[config.mk]
export PLATFORM = sky130hd
export DESIGN_NAME = dma_copy_top
export DESIGN_NICKNAME = d
export VERILOG_FILES = /design/src/design/dma_pkg.sv /design/src/design/dma_copy_top.sv /design/src/design/dma_write_dst_fsm.sv /design/src/design/dma_read_src_fsm.sv /design/src/design/dma_burst_counter.sv /design/src/design/dma_sync_fifo.sv
export SDC_FILE = /design/constraint.sdc
export NUM_CORES = 2
export LEC_CHECK = 0
export BUFFER_PORTS_ARGS = -buffer_cell sky130_fd_sc_hd__buf_4
export CORE_ASPECT_RATIO = 0.6
export CORE_MARGIN = 2
export CORE_UTILIZATION = 60
export DETAILED_ROUTE_END_ITERATION = 10
export GPL_TIMING_DRIVEN = 0
export HOLD_SLACK_MARGIN = 0.03
export PLACE_DENSITY_LB_ADDON = 0.25
export SLEW_MARGIN = 5
export SYNTH_ARGS = -nofsm -noshare
export SYNTH_HDL_FRONTEND = slang
export SYNTH_SLANG_ARGS = --single-unit
[constraint.sdc]
create_clock -name clk -period 7.3 [get_ports clk]
set_input_delay 1.46 -clock clk [delete_from_list [all_inputs] [get_ports clk]]
set_output_delay 1.46 -clock clk [all_outputs]
set_load 0.05 [all_outputs]
[src/design/dma_pkg.sv]
// shared types for the DMA copy engine
// every burst is INCR with full strobes; data width lives in module parameters
package dma_pkg;

   localparam int ADDR_W      = 32;
   localparam int LENGTH_W    = 16;
   localparam int PERF_CNTR_W = 32;

   // descriptor, length counted in data beats
   typedef struct packed {
      logic [ADDR_W-1:0]   src_addr;
      logic [ADDR_W-1:0]   dst_addr;
      logic [LENGTH_W-1:0] length;
      logic                go;
   } t_dma_descriptor;

   // read side counters, cleared per descriptor
   typedef struct packed {
      logic [PERF_CNTR_W-1:0] rd_clk_cnt;
      logic [PERF_CNTR_W-1:0] rd_valid_cnt;
   } t_dma_perf_cntr;

   typedef struct packed {
      logic                busy;
      logic                stopped_on_error;
      logic                rd_rsp_err;
      logic [LENGTH_W-1:0] descriptor_count;
      t_dma_perf_cntr      perf;
   } t_dma_status;

   // address channel, used for both AR and AW
   typedef struct packed {
      logic [ADDR_W-1:0] addr;
      logic [7:0]        len;
      logic [2:0]        size;
      logic [1:0]        burst;
   } t_axi_ar;

   typedef enum logic [1:0] {
      OKAY   = 2'b00,
      EXOKAY = 2'b01,
      SLVERR = 2'b10,
      DECERR = 2'b11
   } t_axi_resp;

   localparam logic [1:0] BURST_INCR = 2'b01;

endpackage
[src/design/dma_copy_top.sv]
// memory to memory copy engine with AXI4 read and write masters
// descriptors run one at a time; write responses are not checked
module dma_copy_top #(
   parameter int DATA_W        = 64,
   parameter int MAX_BURST_LEN = 16,
   parameter int FIFO_DEPTH    = 32
) (
   input  logic                     clk,
   input  logic                     reset_n,
   input  logic                     desc_valid,
   output logic                     desc_ready,
   input  dma_pkg::t_dma_descriptor desc,
   output logic                     arvalid,
   input  logic                     arready,
   output dma_pkg::t_axi_ar         ar,
   input  logic                     rvalid,
   output logic                     rready,
   input  logic [DATA_W-1:0]        rdata,
   input  dma_pkg::t_axi_resp       rresp,
   input  logic                     rlast,
   output logic                     awvalid,
   input  logic                     awready,
   output dma_pkg::t_axi_ar         aw,
   output logic                     wvalid,
   input  logic                     wready,
   output logic [DATA_W-1:0]        wdata,
   output logic                     wlast,
   input  logic                     bvalid,
   output logic                     bready,
   input  dma_pkg::t_axi_resp       bresp,
   output dma_pkg::t_dma_status     status
);
   import dma_pkg::*;

   t_dma_descriptor   desc_head;
   logic              desc_empty;
   logic              desc_full;
   logic              desc_rdack;
   logic              wr_start;
   logic              wr_done;
   logic              fifo_wr_en;
   logic [DATA_W-1:0] fifo_wr_data;
   logic              fifo_rd_en;
   logic [DATA_W-1:0] fifo_rd_data;
   logic              fifo_empty;
   logic              fifo_almost_full;

   assign desc_ready = ~desc_full;

   dma_sync_fifo #(
      .T            (t_dma_descriptor),
      .DEPTH        (4),
      .AFULL_MARGIN (1)
   ) u_desc_fifo (
      .clk         (clk),
      .reset_n     (reset_n),
      .wr_en       (desc_valid),
      .wr_data     (desc),
      .rd_en       (desc_rdack),
      .rd_data     (desc_head),
      .empty       (desc_empty),
      .full        (desc_full),
      .almost_full ()
   );

   // margin of two covers the registered write from the read side
   dma_sync_fifo #(
      .T            (logic [DATA_W-1:0]),
      .DEPTH        (FIFO_DEPTH),
      .AFULL_MARGIN (2)
   ) u_data_fifo (
      .clk         (clk),
      .reset_n     (reset_n),
      .wr_en       (fifo_wr_en),
      .wr_data     (fifo_wr_data),
      .rd_en       (fifo_rd_en),
      .rd_data     (fifo_rd_data),
      .empty       (fifo_empty),
      .full        (),
      .almost_full (fifo_almost_full)
   );

   dma_read_src_fsm #(
      .DATA_W        (DATA_W),
      .MAX_BURST_LEN (MAX_BURST_LEN)
   ) u_rd (
      .clk              (clk),
      .reset_n          (reset_n),
      .desc             (desc_head),
      .desc_not_empty   (~desc_empty),
      .desc_rdack       (desc_rdack),
      .wr_start         (wr_start),
      .wr_done          (wr_done),
      .arvalid          (arvalid),
      .arready          (arready),
      .ar               (ar),
      .rvalid           (rvalid),
      .rready           (rready),
      .rdata            (rdata),
      .rresp            (rresp),
      .rlast            (rlast),
      .fifo_wr_en       (fifo_wr_en),
      .fifo_wr_data     (fifo_wr_data),
      .fifo_almost_full (fifo_almost_full),
      .status           (status)
   );

   dma_write_dst_fsm #(
      .DATA_W        (DATA_W),
      .MAX_BURST_LEN (MAX_BURST_LEN)
   ) u_wr (
      .clk          (clk),
      .reset_n      (reset_n),
      .desc         (desc_head),
      .wr_start     (wr_start),
      .wr_done      (wr_done),
      .awvalid      (awvalid),
      .awready      (awready),
      .aw           (aw),
      .wvalid       (wvalid),
      .wready       (wready),
      .wdata        (wdata),
      .wlast        (wlast),
      .bvalid       (bvalid),
      .bready       (bready),
      .fifo_rd_data (fifo_rd_data),
      .fifo_empty   (fifo_empty),
      .fifo_rd_en   (fifo_rd_en)
   );

endmodule

[src/design/dma_write_dst_fsm.sv]
// write side, drains the data FIFO into INCR bursts with full strobes
// bresp is not checked
module dma_write_dst_fsm #(
   parameter int DATA_W        = 64,
   parameter int MAX_BURST_LEN = 16
) (
   input  logic                     clk,
   input  logic                     reset_n,
   input  dma_pkg::t_dma_descriptor desc,
   input  logic                     wr_start,
   output logic                     wr_done,
   output logic                     awvalid,
   input  logic                     awready,
   output dma_pkg::t_axi_ar         aw,
   output logic                     wvalid,
   input  logic                     wready,
   output logic [DATA_W-1:0]        wdata,
   output logic                     wlast,
   input  logic                     bvalid,
   output logic                     bready,
   input  logic [DATA_W-1:0]        fifo_rd_data,
   input  logic                     fifo_empty,
   output logic                     fifo_rd_en
);
   import dma_pkg::*;

   localparam logic [2:0] AXI_SIZE = 3'($clog2(DATA_W / 8));

   typedef enum logic [1:0] {
      ST_IDLE,
      ST_ADDR,
      ST_DATA,
      ST_RESP
   } t_wr_state;

   t_wr_state         state;
   logic              w_beat;
   logic              final_burst;
   logic [ADDR_W-1:0] burst_addr;
   logic [7:0]        burst_len;
   logic              last_beat;
   logic              last_burst;

   assign wvalid     = (state == ST_DATA) & ~fifo_empty;
   assign wdata      = fifo_rd_data;
   assign wlast      = wvalid & last_beat;
   assign w_beat     = wvalid & wready;
   assign fifo_rd_en = w_beat;
   assign bready     = state == ST_RESP;

   assign aw = t_axi_ar'{addr: burst_addr, len: burst_len, size: AXI_SIZE, burst: BURST_INCR};

   dma_burst_counter #(
      .DATA_W        (DATA_W),
      .MAX_BURST_LEN (MAX_BURST_LEN)
   ) u_cnt (
      .clk        (clk),
      .reset_n    (reset_n),
      .load       (wr_start),
      .base_addr  (desc.dst_addr),
      .length     (desc.length),
      .beat       (w_beat),
      .burst_addr (burst_addr),
      .burst_len  (burst_len),
      .last_beat  (last_beat),
      .last_burst (last_burst)
   );

   always_ff @(posedge clk) begin
      if (!reset_n) begin
         state       <= ST_IDLE;
         awvalid     <= 1'b0;
         wr_done     <= 1'b0;
         final_burst <= 1'b0;
      end else begin
         wr_done <= 1'b0;
         case (state)
            ST_IDLE: begin
               if (wr_start) begin
                  awvalid <= 1'b1;
                  state   <= ST_ADDR;
               end
            end
            ST_ADDR: begin
               if (awready) begin
                  awvalid <= 1'b0;
                  state   <= ST_DATA;
               end
            end
            ST_DATA: begin
               // counter moves on at this beat, so keep the flag
               if (w_beat && last_beat) begin
                  final_burst <= last_burst;
                  state       <= ST_RESP;
               end
            end
            ST_RESP: begin
               if (bvalid) begin
                  if (final_burst) begin
                     wr_done <= 1'b1;
                     state   <= ST_IDLE;
                  end else begin
                     awvalid <= 1'b1;
                     state   <= ST_ADDR;
                  end
               end
            end
         endcase
      end
   end

endmodule

[src/design/dma_read_src_fsm.sv]
// read side, one descriptor at a time; beats go to the data FIFO a cycle late
// an SLVERR response parks the machine in error until reset
module dma_read_src_fsm #(
   parameter int DATA_W        = 64,
   parameter int MAX_BURST_LEN = 16
) (
   input  logic                     clk,
   input  logic                     reset_n,
   input  dma_pkg::t_dma_descriptor desc,
   input  logic                     desc_not_empty,
   output logic                     desc_rdack,
   output logic                     wr_start,
   input  logic                     wr_done,
   output logic                     arvalid,
   input  logic                     arready,
   output dma_pkg::t_axi_ar         ar,
   input  logic                     rvalid,
   output logic                     rready,
   input  logic [DATA_W-1:0]        rdata,
   input  dma_pkg::t_axi_resp       rresp,
   input  logic                     rlast,
   output logic                     fifo_wr_en,
   output logic [DATA_W-1:0]        fifo_wr_data,
   input  logic                     fifo_almost_full,
   output dma_pkg::t_dma_status     status
);
   import dma_pkg::*;

   localparam logic [2:0] AXI_SIZE   = 3'($clog2(DATA_W / 8));
   localparam int         NUM_STATES = 5;

   typedef enum int unsigned {
      IDLE_BIT,
      ADDR_SETUP_BIT,
      COPY_BIT,
      WAIT_WR_BIT,
      ERROR_BIT
   } t_state_bit;

   typedef enum logic [NUM_STATES-1:0] {
      IDLE       = NUM_STATES'(1) << IDLE_BIT,
      ADDR_SETUP = NUM_STATES'(1) << ADDR_SETUP_BIT,
      COPY       = NUM_STATES'(1) << COPY_BIT,
      WAIT_WR    = NUM_STATES'(1) << WAIT_WR_BIT,
      ERROR      = NUM_STATES'(1) << ERROR_BIT
   } t_state;

   t_state                 state;
   t_state                 next;
   logic                   load;
   logic                   rd_beat;
   logic                   busy;
   logic [LENGTH_W-1:0]    descriptor_count;
   logic [PERF_CNTR_W-1:0] clk_cnt;
   logic [PERF_CNTR_W-1:0] valid_cnt;
   logic [ADDR_W-1:0]      burst_addr;
   logic [7:0]             burst_len;
   logic                   last_burst;

   assign load       = state[IDLE_BIT] & desc.go & desc_not_empty;
   assign rready     = state[COPY_BIT] & ~fifo_almost_full;
   assign rd_beat    = rvalid & rready;
   assign desc_rdack = state[WAIT_WR_BIT] & wr_done;

   assign ar = t_axi_ar'{addr: burst_addr, len: burst_len, size: AXI_SIZE, burst: BURST_INCR};

   assign status = t_dma_status'{
      busy:             busy,
      stopped_on_error: state[ERROR_BIT],
      rd_rsp_err:       state[ERROR_BIT],
      descriptor_count: descriptor_count,
      perf:             t_dma_perf_cntr'{rd_clk_cnt: clk_cnt, rd_valid_cnt: valid_cnt}
   };

   dma_burst_counter #(
      .DATA_W        (DATA_W),
      .MAX_BURST_LEN (MAX_BURST_LEN)
   ) u_cnt (
      .clk        (clk),
      .reset_n    (reset_n),
      .load       (load),
      .base_addr  (desc.src_addr),
      .length     (desc.length),
      .beat       (rd_beat),
      .burst_addr (burst_addr),
      .burst_len  (burst_len),
      .last_beat  (),
      .last_burst (last_burst)
   );

   always_comb begin
      next = state;
      unique case (1'b1)
         state[IDLE_BIT]: begin
            if (load) next = ADDR_SETUP;
         end
         state[ADDR_SETUP_BIT]: begin
            if (arvalid && arready) next = COPY;
         end
         state[COPY_BIT]: begin
            if (rd_beat && rresp == SLVERR) next = ERROR;
            else if (rd_beat && rlast) next = last_burst ? WAIT_WR : ADDR_SETUP;
         end
         state[WAIT_WR_BIT]: begin
            if (wr_done) next = IDLE;
         end
         state[ERROR_BIT]: begin
            next = ERROR;
         end
         default: begin
            next = IDLE;
         end
      endcase
   end

   always_ff @(posedge clk) begin
      if (!reset_n) begin
         state            <= IDLE;
         arvalid          <= 1'b0;
         wr_start         <= 1'b0;
         fifo_wr_en       <= 1'b0;
         busy             <= 1'b0;
         descriptor_count <= '0;
         clk_cnt          <= '0;
         valid_cnt        <= '0;
      end else begin
         state      <= next;
         wr_start   <= load;
         fifo_wr_en <= rd_beat;
         if (desc_rdack) begin
            descriptor_count <= descriptor_count + LENGTH_W'(1);
         end
         if (load) begin
            clk_cnt   <= '0;
            valid_cnt <= '0;
         end else if (state[ADDR_SETUP_BIT] || state[COPY_BIT]) begin
            clk_cnt   <= clk_cnt + PERF_CNTR_W'(1);
            valid_cnt <= valid_cnt + PERF_CNTR_W'(rd_beat);
         end
         // outputs set on entry to the next state
         unique case (1'b1)
            next[IDLE_BIT]: begin
               busy    <= 1'b0;
               arvalid <= 1'b0;
            end
            next[ADDR_SETUP_BIT]: begin
               busy    <= 1'b1;
               arvalid <= 1'b1;
            end
            next[COPY_BIT], next[WAIT_WR_BIT], next[ERROR_BIT]: begin
               arvalid <= 1'b0;
            end
         endcase
      end
   end

   always_ff @(posedge clk) begin
      if (rd_beat) begin
         fifo_wr_data <= rdata;
      end
   end

endmodule

[src/design/dma_burst_counter.sv]
// splits one descriptor into bursts of MAX_BURST_LEN beats
// MAX_BURST_LEN must be a power of two no larger than 256
module dma_burst_counter #(
   parameter int DATA_W        = 64,
   parameter int MAX_BURST_LEN = 16
) (
   input  logic                         clk,
   input  logic                         reset_n,
   input  logic                         load,
   input  logic [dma_pkg::ADDR_W-1:0]   base_addr,
   input  logic [dma_pkg::LENGTH_W-1:0] length,
   input  logic                         beat,
   output logic [dma_pkg::ADDR_W-1:0]   burst_addr,
   output logic [7:0]                   burst_len,
   output logic                         last_beat,
   output logic                         last_burst
);
   import dma_pkg::*;

   localparam logic [ADDR_W-1:0]   BURST_BYTES = ADDR_W'(MAX_BURST_LEN * (DATA_W / 8));
   localparam logic [LENGTH_W-1:0] MAX_LEN     = LENGTH_W'(MAX_BURST_LEN);
   localparam logic [7:0]          FULL_LEN    = 8'(MAX_BURST_LEN - 1);

   logic [LENGTH_W-1:0] len_m1;
   logic [LENGTH_W-1:0] bursts_m1;
   logic [LENGTH_W-1:0] burst_idx;
   logic [7:0]          tail_len;
   logic [7:0]          beat_cnt;

   // zero length runs as one beat
   assign len_m1 = (length == '0) ? '0 : length - LENGTH_W'(1);

   assign last_burst = burst_idx == bursts_m1;
   assign burst_len  = last_burst ? tail_len : FULL_LEN;
   assign last_beat  = beat_cnt == burst_len;

   always_ff @(posedge clk) begin
      if (!reset_n) begin
         bursts_m1 <= '0;
         burst_idx <= '0;
         beat_cnt  <= '0;
      end else if (load) begin
         bursts_m1 <= len_m1 / MAX_LEN;
         burst_idx <= '0;
         beat_cnt  <= '0;
      end else if (beat) begin
         if (last_beat) begin
            beat_cnt  <= '0;
            burst_idx <= burst_idx + LENGTH_W'(1);
         end else begin
            beat_cnt <= beat_cnt + 8'd1;
         end
      end
   end

   always_ff @(posedge clk) begin
      if (load) begin
         burst_addr <= base_addr;
         tail_len   <= 8'(len_m1 % MAX_LEN);
      end else if (beat && last_beat) begin
         // next burst starts right after this one
         burst_addr <= burst_addr + BURST_BYTES;
      end
   end

endmodule

[src/design/dma_sync_fifo.sv]
// single clock FIFO, head word visible on rd_data while not empty
// writes when full and reads when empty are dropped
module dma_sync_fifo #(
   parameter type T            = logic,
   parameter int  DEPTH        = 4,
   parameter int  AFULL_MARGIN = 2
) (
   input  logic clk,
   input  logic reset_n,
   input  logic wr_en,
   input  T     wr_data,
   input  logic rd_en,
   output T     rd_data,
   output logic empty,
   output logic full,
   output logic almost_full
);

   localparam int PTR_W = (DEPTH > 1) ? $clog2(DEPTH) : 1;
   localparam int CNT_W = PTR_W + 1;

   T mem [DEPTH];

   logic [PTR_W-1:0] wr_ptr;
   logic [PTR_W-1:0] rd_ptr;
   logic [CNT_W-1:0] count;
   logic             do_wr;
   logic             do_rd;

   assign do_wr = wr_en & ~full;
   assign do_rd = rd_en & ~empty;

   assign empty       = count == '0;
   assign full        = count == CNT_W'(DEPTH);
   // raised with AFULL_MARGIN or fewer slots left
   assign almost_full = count >= CNT_W'(DEPTH - AFULL_MARGIN);
   assign rd_data     = mem[rd_ptr];

   always_ff @(posedge clk) begin
      if (do_wr) begin
         mem[wr_ptr] <= wr_data;
      end
   end

   always_ff @(posedge clk) begin
      if (!reset_n) begin
         wr_ptr <= '0;
         rd_ptr <= '0;
         count  <= '0;
      end else begin
         if (do_wr) begin
            wr_ptr <= (wr_ptr == PTR_W'(DEPTH - 1)) ? '0 : wr_ptr + PTR_W'(1);
         end
         if (do_rd) begin
            rd_ptr <= (rd_ptr == PTR_W'(DEPTH - 1)) ? '0 : rd_ptr + PTR_W'(1);
         end
         case ({do_wr, do_rd})
            2'b10:   count <= count + CNT_W'(1);
            2'b01:   count <= count - CNT_W'(1);
            default: count <= count;
         endcase
      end
   end

endmodule

* Yosys cells after proc, flatten, opt, wreduce, memory -nomap -nowiden
Memories as Yosys holds them, arrays and structs flattened. A register that Yosys moved wholly into a read port is not among the register bits.
Cells that the tools add are included.
** Storage, ports and cells
- Register bits :: 325
- Memory bits (writable) :: 2372
- Bits of input ports :: 158
- Output and inout port bits :: 244
- Logic and storage cells :: 160
- Memories kept :: 2
** Cells by class
- $add $sub $neg :: 18
- Magnitude comparators :: 1
- Equality and inequality tests :: 23
- Muxes and demuxes :: 44
- Bitwise logic cells :: 18
- Reductions and logical operators :: 25
** Memory list
- u_data_fifo.mem :: words 32, bits a word 64, rd ports 1, clocked after memory_dff 1, write ports 1, RTL line dma_sync_fifo.sv:22 : T mem [DEPTH];
- u_desc_fifo.mem :: words 4, bits a word 81, rd ports 1, clocked after memory_dff 1, write ports 1, RTL line dma_sync_fifo.sv:22
** Operators by type and width (number)
- 32-bit 2-to-1 mux :: 4
- 32-bit by 8-bit adder with 32-bit output, second input constant :: 2
- 16-bit by 1-bit adder with 16-bit output, second input constant :: 3
- 32-bit by 1-bit adder with 32-bit output :: 1
- 32-bit by 1-bit adder with 32-bit output, second input constant :: 1
- 16-bit by 12-bit == test with 1-bit output :: 2
- 5-bit 2-to-1 mux :: 6
- 5-bit one-hot mux with 5 select lines :: 1
- 2-bit 2-to-1 mux :: 9
- 8-bit by 1-bit adder with 8-bit output, second input constant :: 2
- 8-bit by 4-bit == test with 1-bit output :: 2
- 16-bit zero test :: 1
- 16-bit 2-to-1 mux :: 1
- 4-bit 2-to-1 mux :: 4
- 8-bit 2-to-1 mux :: 2
- 16-bit by 1-bit subtractor with 16-bit output, second input constant :: 1
- 2-bit == test, second input constant :: 7
- 1-bit AND :: 12
- 6-bit one-hot mux with 2 select lines :: 1
- 5-bit by 1-bit adder with 5-bit output, second input constant :: 2
- 5-bit == test, second input constant :: 2
- 1-bit 2-to-1 mux :: 10
- 2-bit != test, second input constant :: 5
- 2-bit nonzero test :: 5
- other kinds (27) :: 43

* Depth between registers and ports, before layout
- Depth after elaboration :: 10
- Gate-level depth with buffers :: 14
- Depth with buffers taken out :: 12

* Hierarchy
From an unflattened synthesis, not the netlist that was laid out.
** Second synthesis, totals
- Cells, all modules :: 5822
- Area total of the unflattened synthesis :: 106044.2 um^2
** Modules (own cells, without submodules)
- dma_sync_fifo (u_data_fifo) :: instances 1, cells each 3828, area an instance 78965.7 um^2, sequential area each 61919.4 um^2
- dma_sync_fifo (u_desc_fifo) :: instances 1, cells each 480, area an instance 12270.5 um^2, sequential area each 9909.5 um^2
- dma_burst_counter :: instances 2, cells each 427, area an instance 3883.7 um^2, sequential area each 1801.7 um^2
- dma_read_src_fsm :: instances 1, cells each 548, area an instance 6153.4 um^2, sequential area each 3703.6 um^2
- dma_write_dst_fsm :: instances 1, cells each 110, area an instance 879.6 um^2, sequential area each 100.1 um^2
- dma_copy_top :: instances 1, cells each 2, area an instance 7.5 um^2, sequential area each 0.0 um^2

* Least setup slack after synthesis
No wires, ideal clock.
- Kind :: input-to-reg
- From :: input rvalid
- To :: register u_rd.valid_cnt[30]
- Setup time :: 0.128 ns
- Data arrival time :: 5.445 ns
- Data required time :: 7.172 ns
- Slack :: 1.728 ns
- Stages on the path :: 12
- Buffers on the path :: 1
- Path through :: and4b_1 -> clkbuf_1 -> ha_1 -> ha_1 -> and3_1 -> nand3_1 -> nor2_1 -> nand2_1 -> nor2_1 -> nand3_1 -> xor2_1 -> nor2_1
** On the way
- Cells in the longest elaborated chain, start to end :: 2
** RTL lines
- start, declared :: RTL line dma_copy_top.sv:16 : input logic rvalid,
- 1-bit AND :: RTL line dma_read_src_fsm.sv:62 : assign rd_beat = rvalid & rready;
- via u_rd.rd_beat :: RTL line dma_read_src_fsm.sv:51 : logic rd_beat;
- 32-bit by 1-bit adder with 32-bit output :: RTL line dma_read_src_fsm.sv:138 : valid_cnt <= valid_cnt + PERF_CNTR_W'(rd_beat);
- end signal, assigned :: RTL line dma_read_src_fsm.sv:138
- end, declared :: RTL line dma_read_src_fsm.sv:55 : logic [PERF_CNTR_W-1:0] valid_cnt;
The timed path passes the listed nets, and every way through them passes these cells.
A chain may end at the register's enable or synchronous reset.

==> metrics.md <==
| Metric | Value |
|---|---|
| Path category of the worst min-delay check | flop to flop |
| Postcts setup bufs | 0 |
| Dpl hpwl | around 170000 um |
| Crit path top cell by count | clkbuf_1 |
| Wire length per cell | about 34 um |
| Final hold vios | 0 |
| First DRT Iteration DRCs | about 8600 |
| Seq/Total Area, Yosys | approximately 76% |
| Crit-path cells | clkbuf_1, clkbuf_1, clkbuf_1, mux4_2, mux4_2, mux2_2, buf_4 |
| Post-cts resize count | 0 |
| Share of cells above drive strength 1 | ~29% |
| Row count | roughly 120 |
| Clock skew | between 100 and 150 ps |
| Fillers | just over 10000 |
| WP data required | around 5800 ps |
| Final Slew Violations | 0 |
| CTS buffer count | ~230 |
| Clock Tree Buf Depth | 4 |
| Port bufs | 380 |
| Clock Latency Late Sink | between 900 and 1000 ps |
| Synth Instances | between 4000 and 5000 |
| Library cells used by synthesis | 66 |
| WHS Path Cells | 1 |
| Ys Warns | 0 |
| Core Region | about 170000 sq um |
| Critical Path End Type | output pin |
| Crit path arrival time | 5500 ps |
| H-tree levels | 4 |
| EDFF count, synth | around 2500 |
| Clock Pin Slew Worst Setup and Hold Paths | around 70 ps |
| Hold wc startpoint | u_rd.busy |
| Yosys top cell area share | between 70% and 80% |
| Outcome | finished, final reports clean |
| Drt drc | 0 |
| Cell Area, Synth | 104000 sq um |
| Leakage power | around 0.037 uW |
| Multi-input logic area | roughly 24000 sq um |
| RSZ-0062 raised after global routing | false |
| Sequential cell area | between 70000 and 80000 sq um |
| Hold buffers post-CTS | 0 |
| Max incr delay on CP | around 1100 ps |
| Peak supply drop | 0.000251 V |
| Final setup fails | 0 |
| Initial Utilization | between 60% and 70% |
| Via-per-instance ratio | about 6.8 |
| Antenna Nets Post-Route | 0 |
| #FFs+latches synth | between 2000 and 3000 |
| Post-synth top flop | edfxtp_1 |
| R2R Path End | u_rd.u_cnt.burst_addr[14] |
| Io pins | 402 |
| Max Fclk | approximately 140 MHz |
| Utilization after layout | a little over two thirds |
| R2r setup slk | roughly 2900 ps |
| Aggregate global-route resource usage | between 30% and 40% |
| CTS Root Cell | clkbuf_16 |
| Crit start category | flop |
| Post-route minimum period | about 7000 ps |
| Mean Syn Cell Area | between 20 and 25 sq um |
| # nets final | about 5800 |
| Hold slack final | 468 ps |
| DR vias | 54920 |
| CTS tree | built |
| Global-route wire length before repair | between 300000 and 400000 um |
| GRT overflow | 0 |
| Worst setup margin | between 300 and 400 ps |
| Buf+Inv Stages, Crit Path | 4 |
| Initial antenna violation count | 12 |
| Die Y | between 300 and 400 um |
| Worst-Margin Slew | roughly 1400 ps |
| Pre-CTS setup slack | between 1000 and 1500 ps |
| Synth cell count leaders | edfxtp_1 (2508), mux4_2 (721), nor2_1 (237) |
| Vias in the first global route | around 54000 |
| Routability-driven placement congestion ratio | slightly below 0.9 |
| Worst reg-to-reg path cell count | 7 |
| Die area | about 180000 sq um |
| CP max-delay cell | clkbuf_1 |
| Synth async-reset ratio | 0% |
| Drt first pass iters | 6 |
| Crit path kind | flop to output pin |
| Critical Path Fanout Max | 10 |
| Worst Hold End | u_rd.busy |
| Pwr dens | about 250 nW/um^2 |
| P&R area growth vs syn | 15.2% |
| Routed WL | ~270000 um |
| Clock sinks | 2704 |
| Top post-synthesis cells by area | edfxtp_1 (72%), mux4_2 (16%), dfxtp_1 (3.8%) |
| Slew headroom | just under 6% |
| Max Cap Viol | 0 |
| Die width | between 500 and 600 um |
| Largest net degree at the start of global routing | between 50 and 60 |
| Synth area leader | edfxtp_1 |
| Period utilisation layout | between 90% and 100% |
| Top delay family on crit path | buffers and inverters |
| Most common cell in the netlist | edfxtp_1 |
[per-stage QoR]
step | cell area (sq um) | TNS, ps | power [uW] | std cells
2_1_floorplan | 104000 | 0 | 17700 | 4924
3_3_place_gp | 110000 | -3347370 | 18000 | 7584
3_5_place_dp | 113000 | 0 | 18000 | 7698
4_1_cts | 120000 | 0 | 29800 | 8115
5_1_grt | 120000 | 0 | 30400 | 8124
6_report | 120000 | 0 | 29700 | 8126
[cell families (layout without fill, tap and decap cells)]
group	Yosys count	count (layout)	share of synthesized area [%]
flops	2704	2704	76.1
other cells	2	28	0.00722
xor+xnor	186	186	1.57
compound gates	193	193	1.05
buf+inv	282	1194	1.13
fa+ha+maj	31	31	0.380
simple gates	712	712	3.32
mux	798	798	16.4
[registers in the layout, summed over array words and instances, names as in the netlist, 32 cells and up, named ones only]
name                   flops
u_data_fifo.mem         2048
u_desc_fifo.mem          324
u_rd.clk_cnt              32
u_rd.fifo_wr_data         64
u_rd.u_cnt.burst_addr     32
u_rd.valid_cnt            32
u_wr.u_cnt.burst_addr     32
[cell type report]
cell class | instances | share of cell area (%)
Antenna cell | 10 | 0.0209
Buffer | 248 | 0.892
Clock buffer | 286 | 5.14
Clock inverter | 131 | 0.894
Inverter | 34 | 0.106
Multi-Input combinational cell | 1938 | 20.0
Sequential cell | 2704 | 66.1
Tap cell | 2280 | 2.38
Timing Repair Buffer | 495 | 4.49
[per-layer routing]
metal | vias up | global-route usage [%] | part of all wire [%]
met3 | 466 | 7.59 | 13
met4 | 2 | 7.39 | 2.5
met2 | 4003 | 46.5 | 46
met5 | - | 0 | 0.0044
li1 | 21681 | - | -
met1 | 28768 | 47.0 | 39
[power breakdown]
group | internal (uW) | leakage [uW] | switching [uW]
Clock | 6570 | 0.00354 | 5510
Sequential | 16900 | 0.0242 | 76.7
Combinational | 243 | 0.00961 | 472
[placed cells by master (no fill, tap or decap), types with 30 or more instances in the layout]
cell type / Yosys / routed
nand2_1: 163 / 162
nor2_4: 0 / 32
a21oi_1: 87 / 87
buf_1: 65 / 59
buf_4: 21 / 401
or3_1: 37 / 37
clkbuf_1: 154 / 186
clkbuf_16: 0 / 237
buf_16: 0 / 31
clkinv_2: 0 / 44
and3_1: 51 / 47
o21ai_0: 66 / 66
nor2_1: 237 / 205
nand3_1: 70 / 70
mux4_2: 721 / 721
mux2_2: 67 / 67
buf_12: 0 / 83
dfxtp_1: 196 / 196
xnor2_1: 79 / 79
xor2_1: 107 / 107
inv_1: 33 / 33
ha_1: 30 / 30
edfxtp_1: 2508 / 2508
clkinv_1: 1 / 60
[worst max-delay path by stage]
stage / endpoint / cells after the start / slack [ps]
finish: wdata[2] / 7 / 340
global route: wdata[2] / 7 / 170
CTS: wdata[2] / 7 / 140
detailed placement: wdata[2] / 7 / 1110
floorplan: u_rd.valid_cnt[30] / 12 / 1730
global placement: u_data_fifo.mem[31][52] / 6 / -2060
Power figures use the tool's default switching activity.
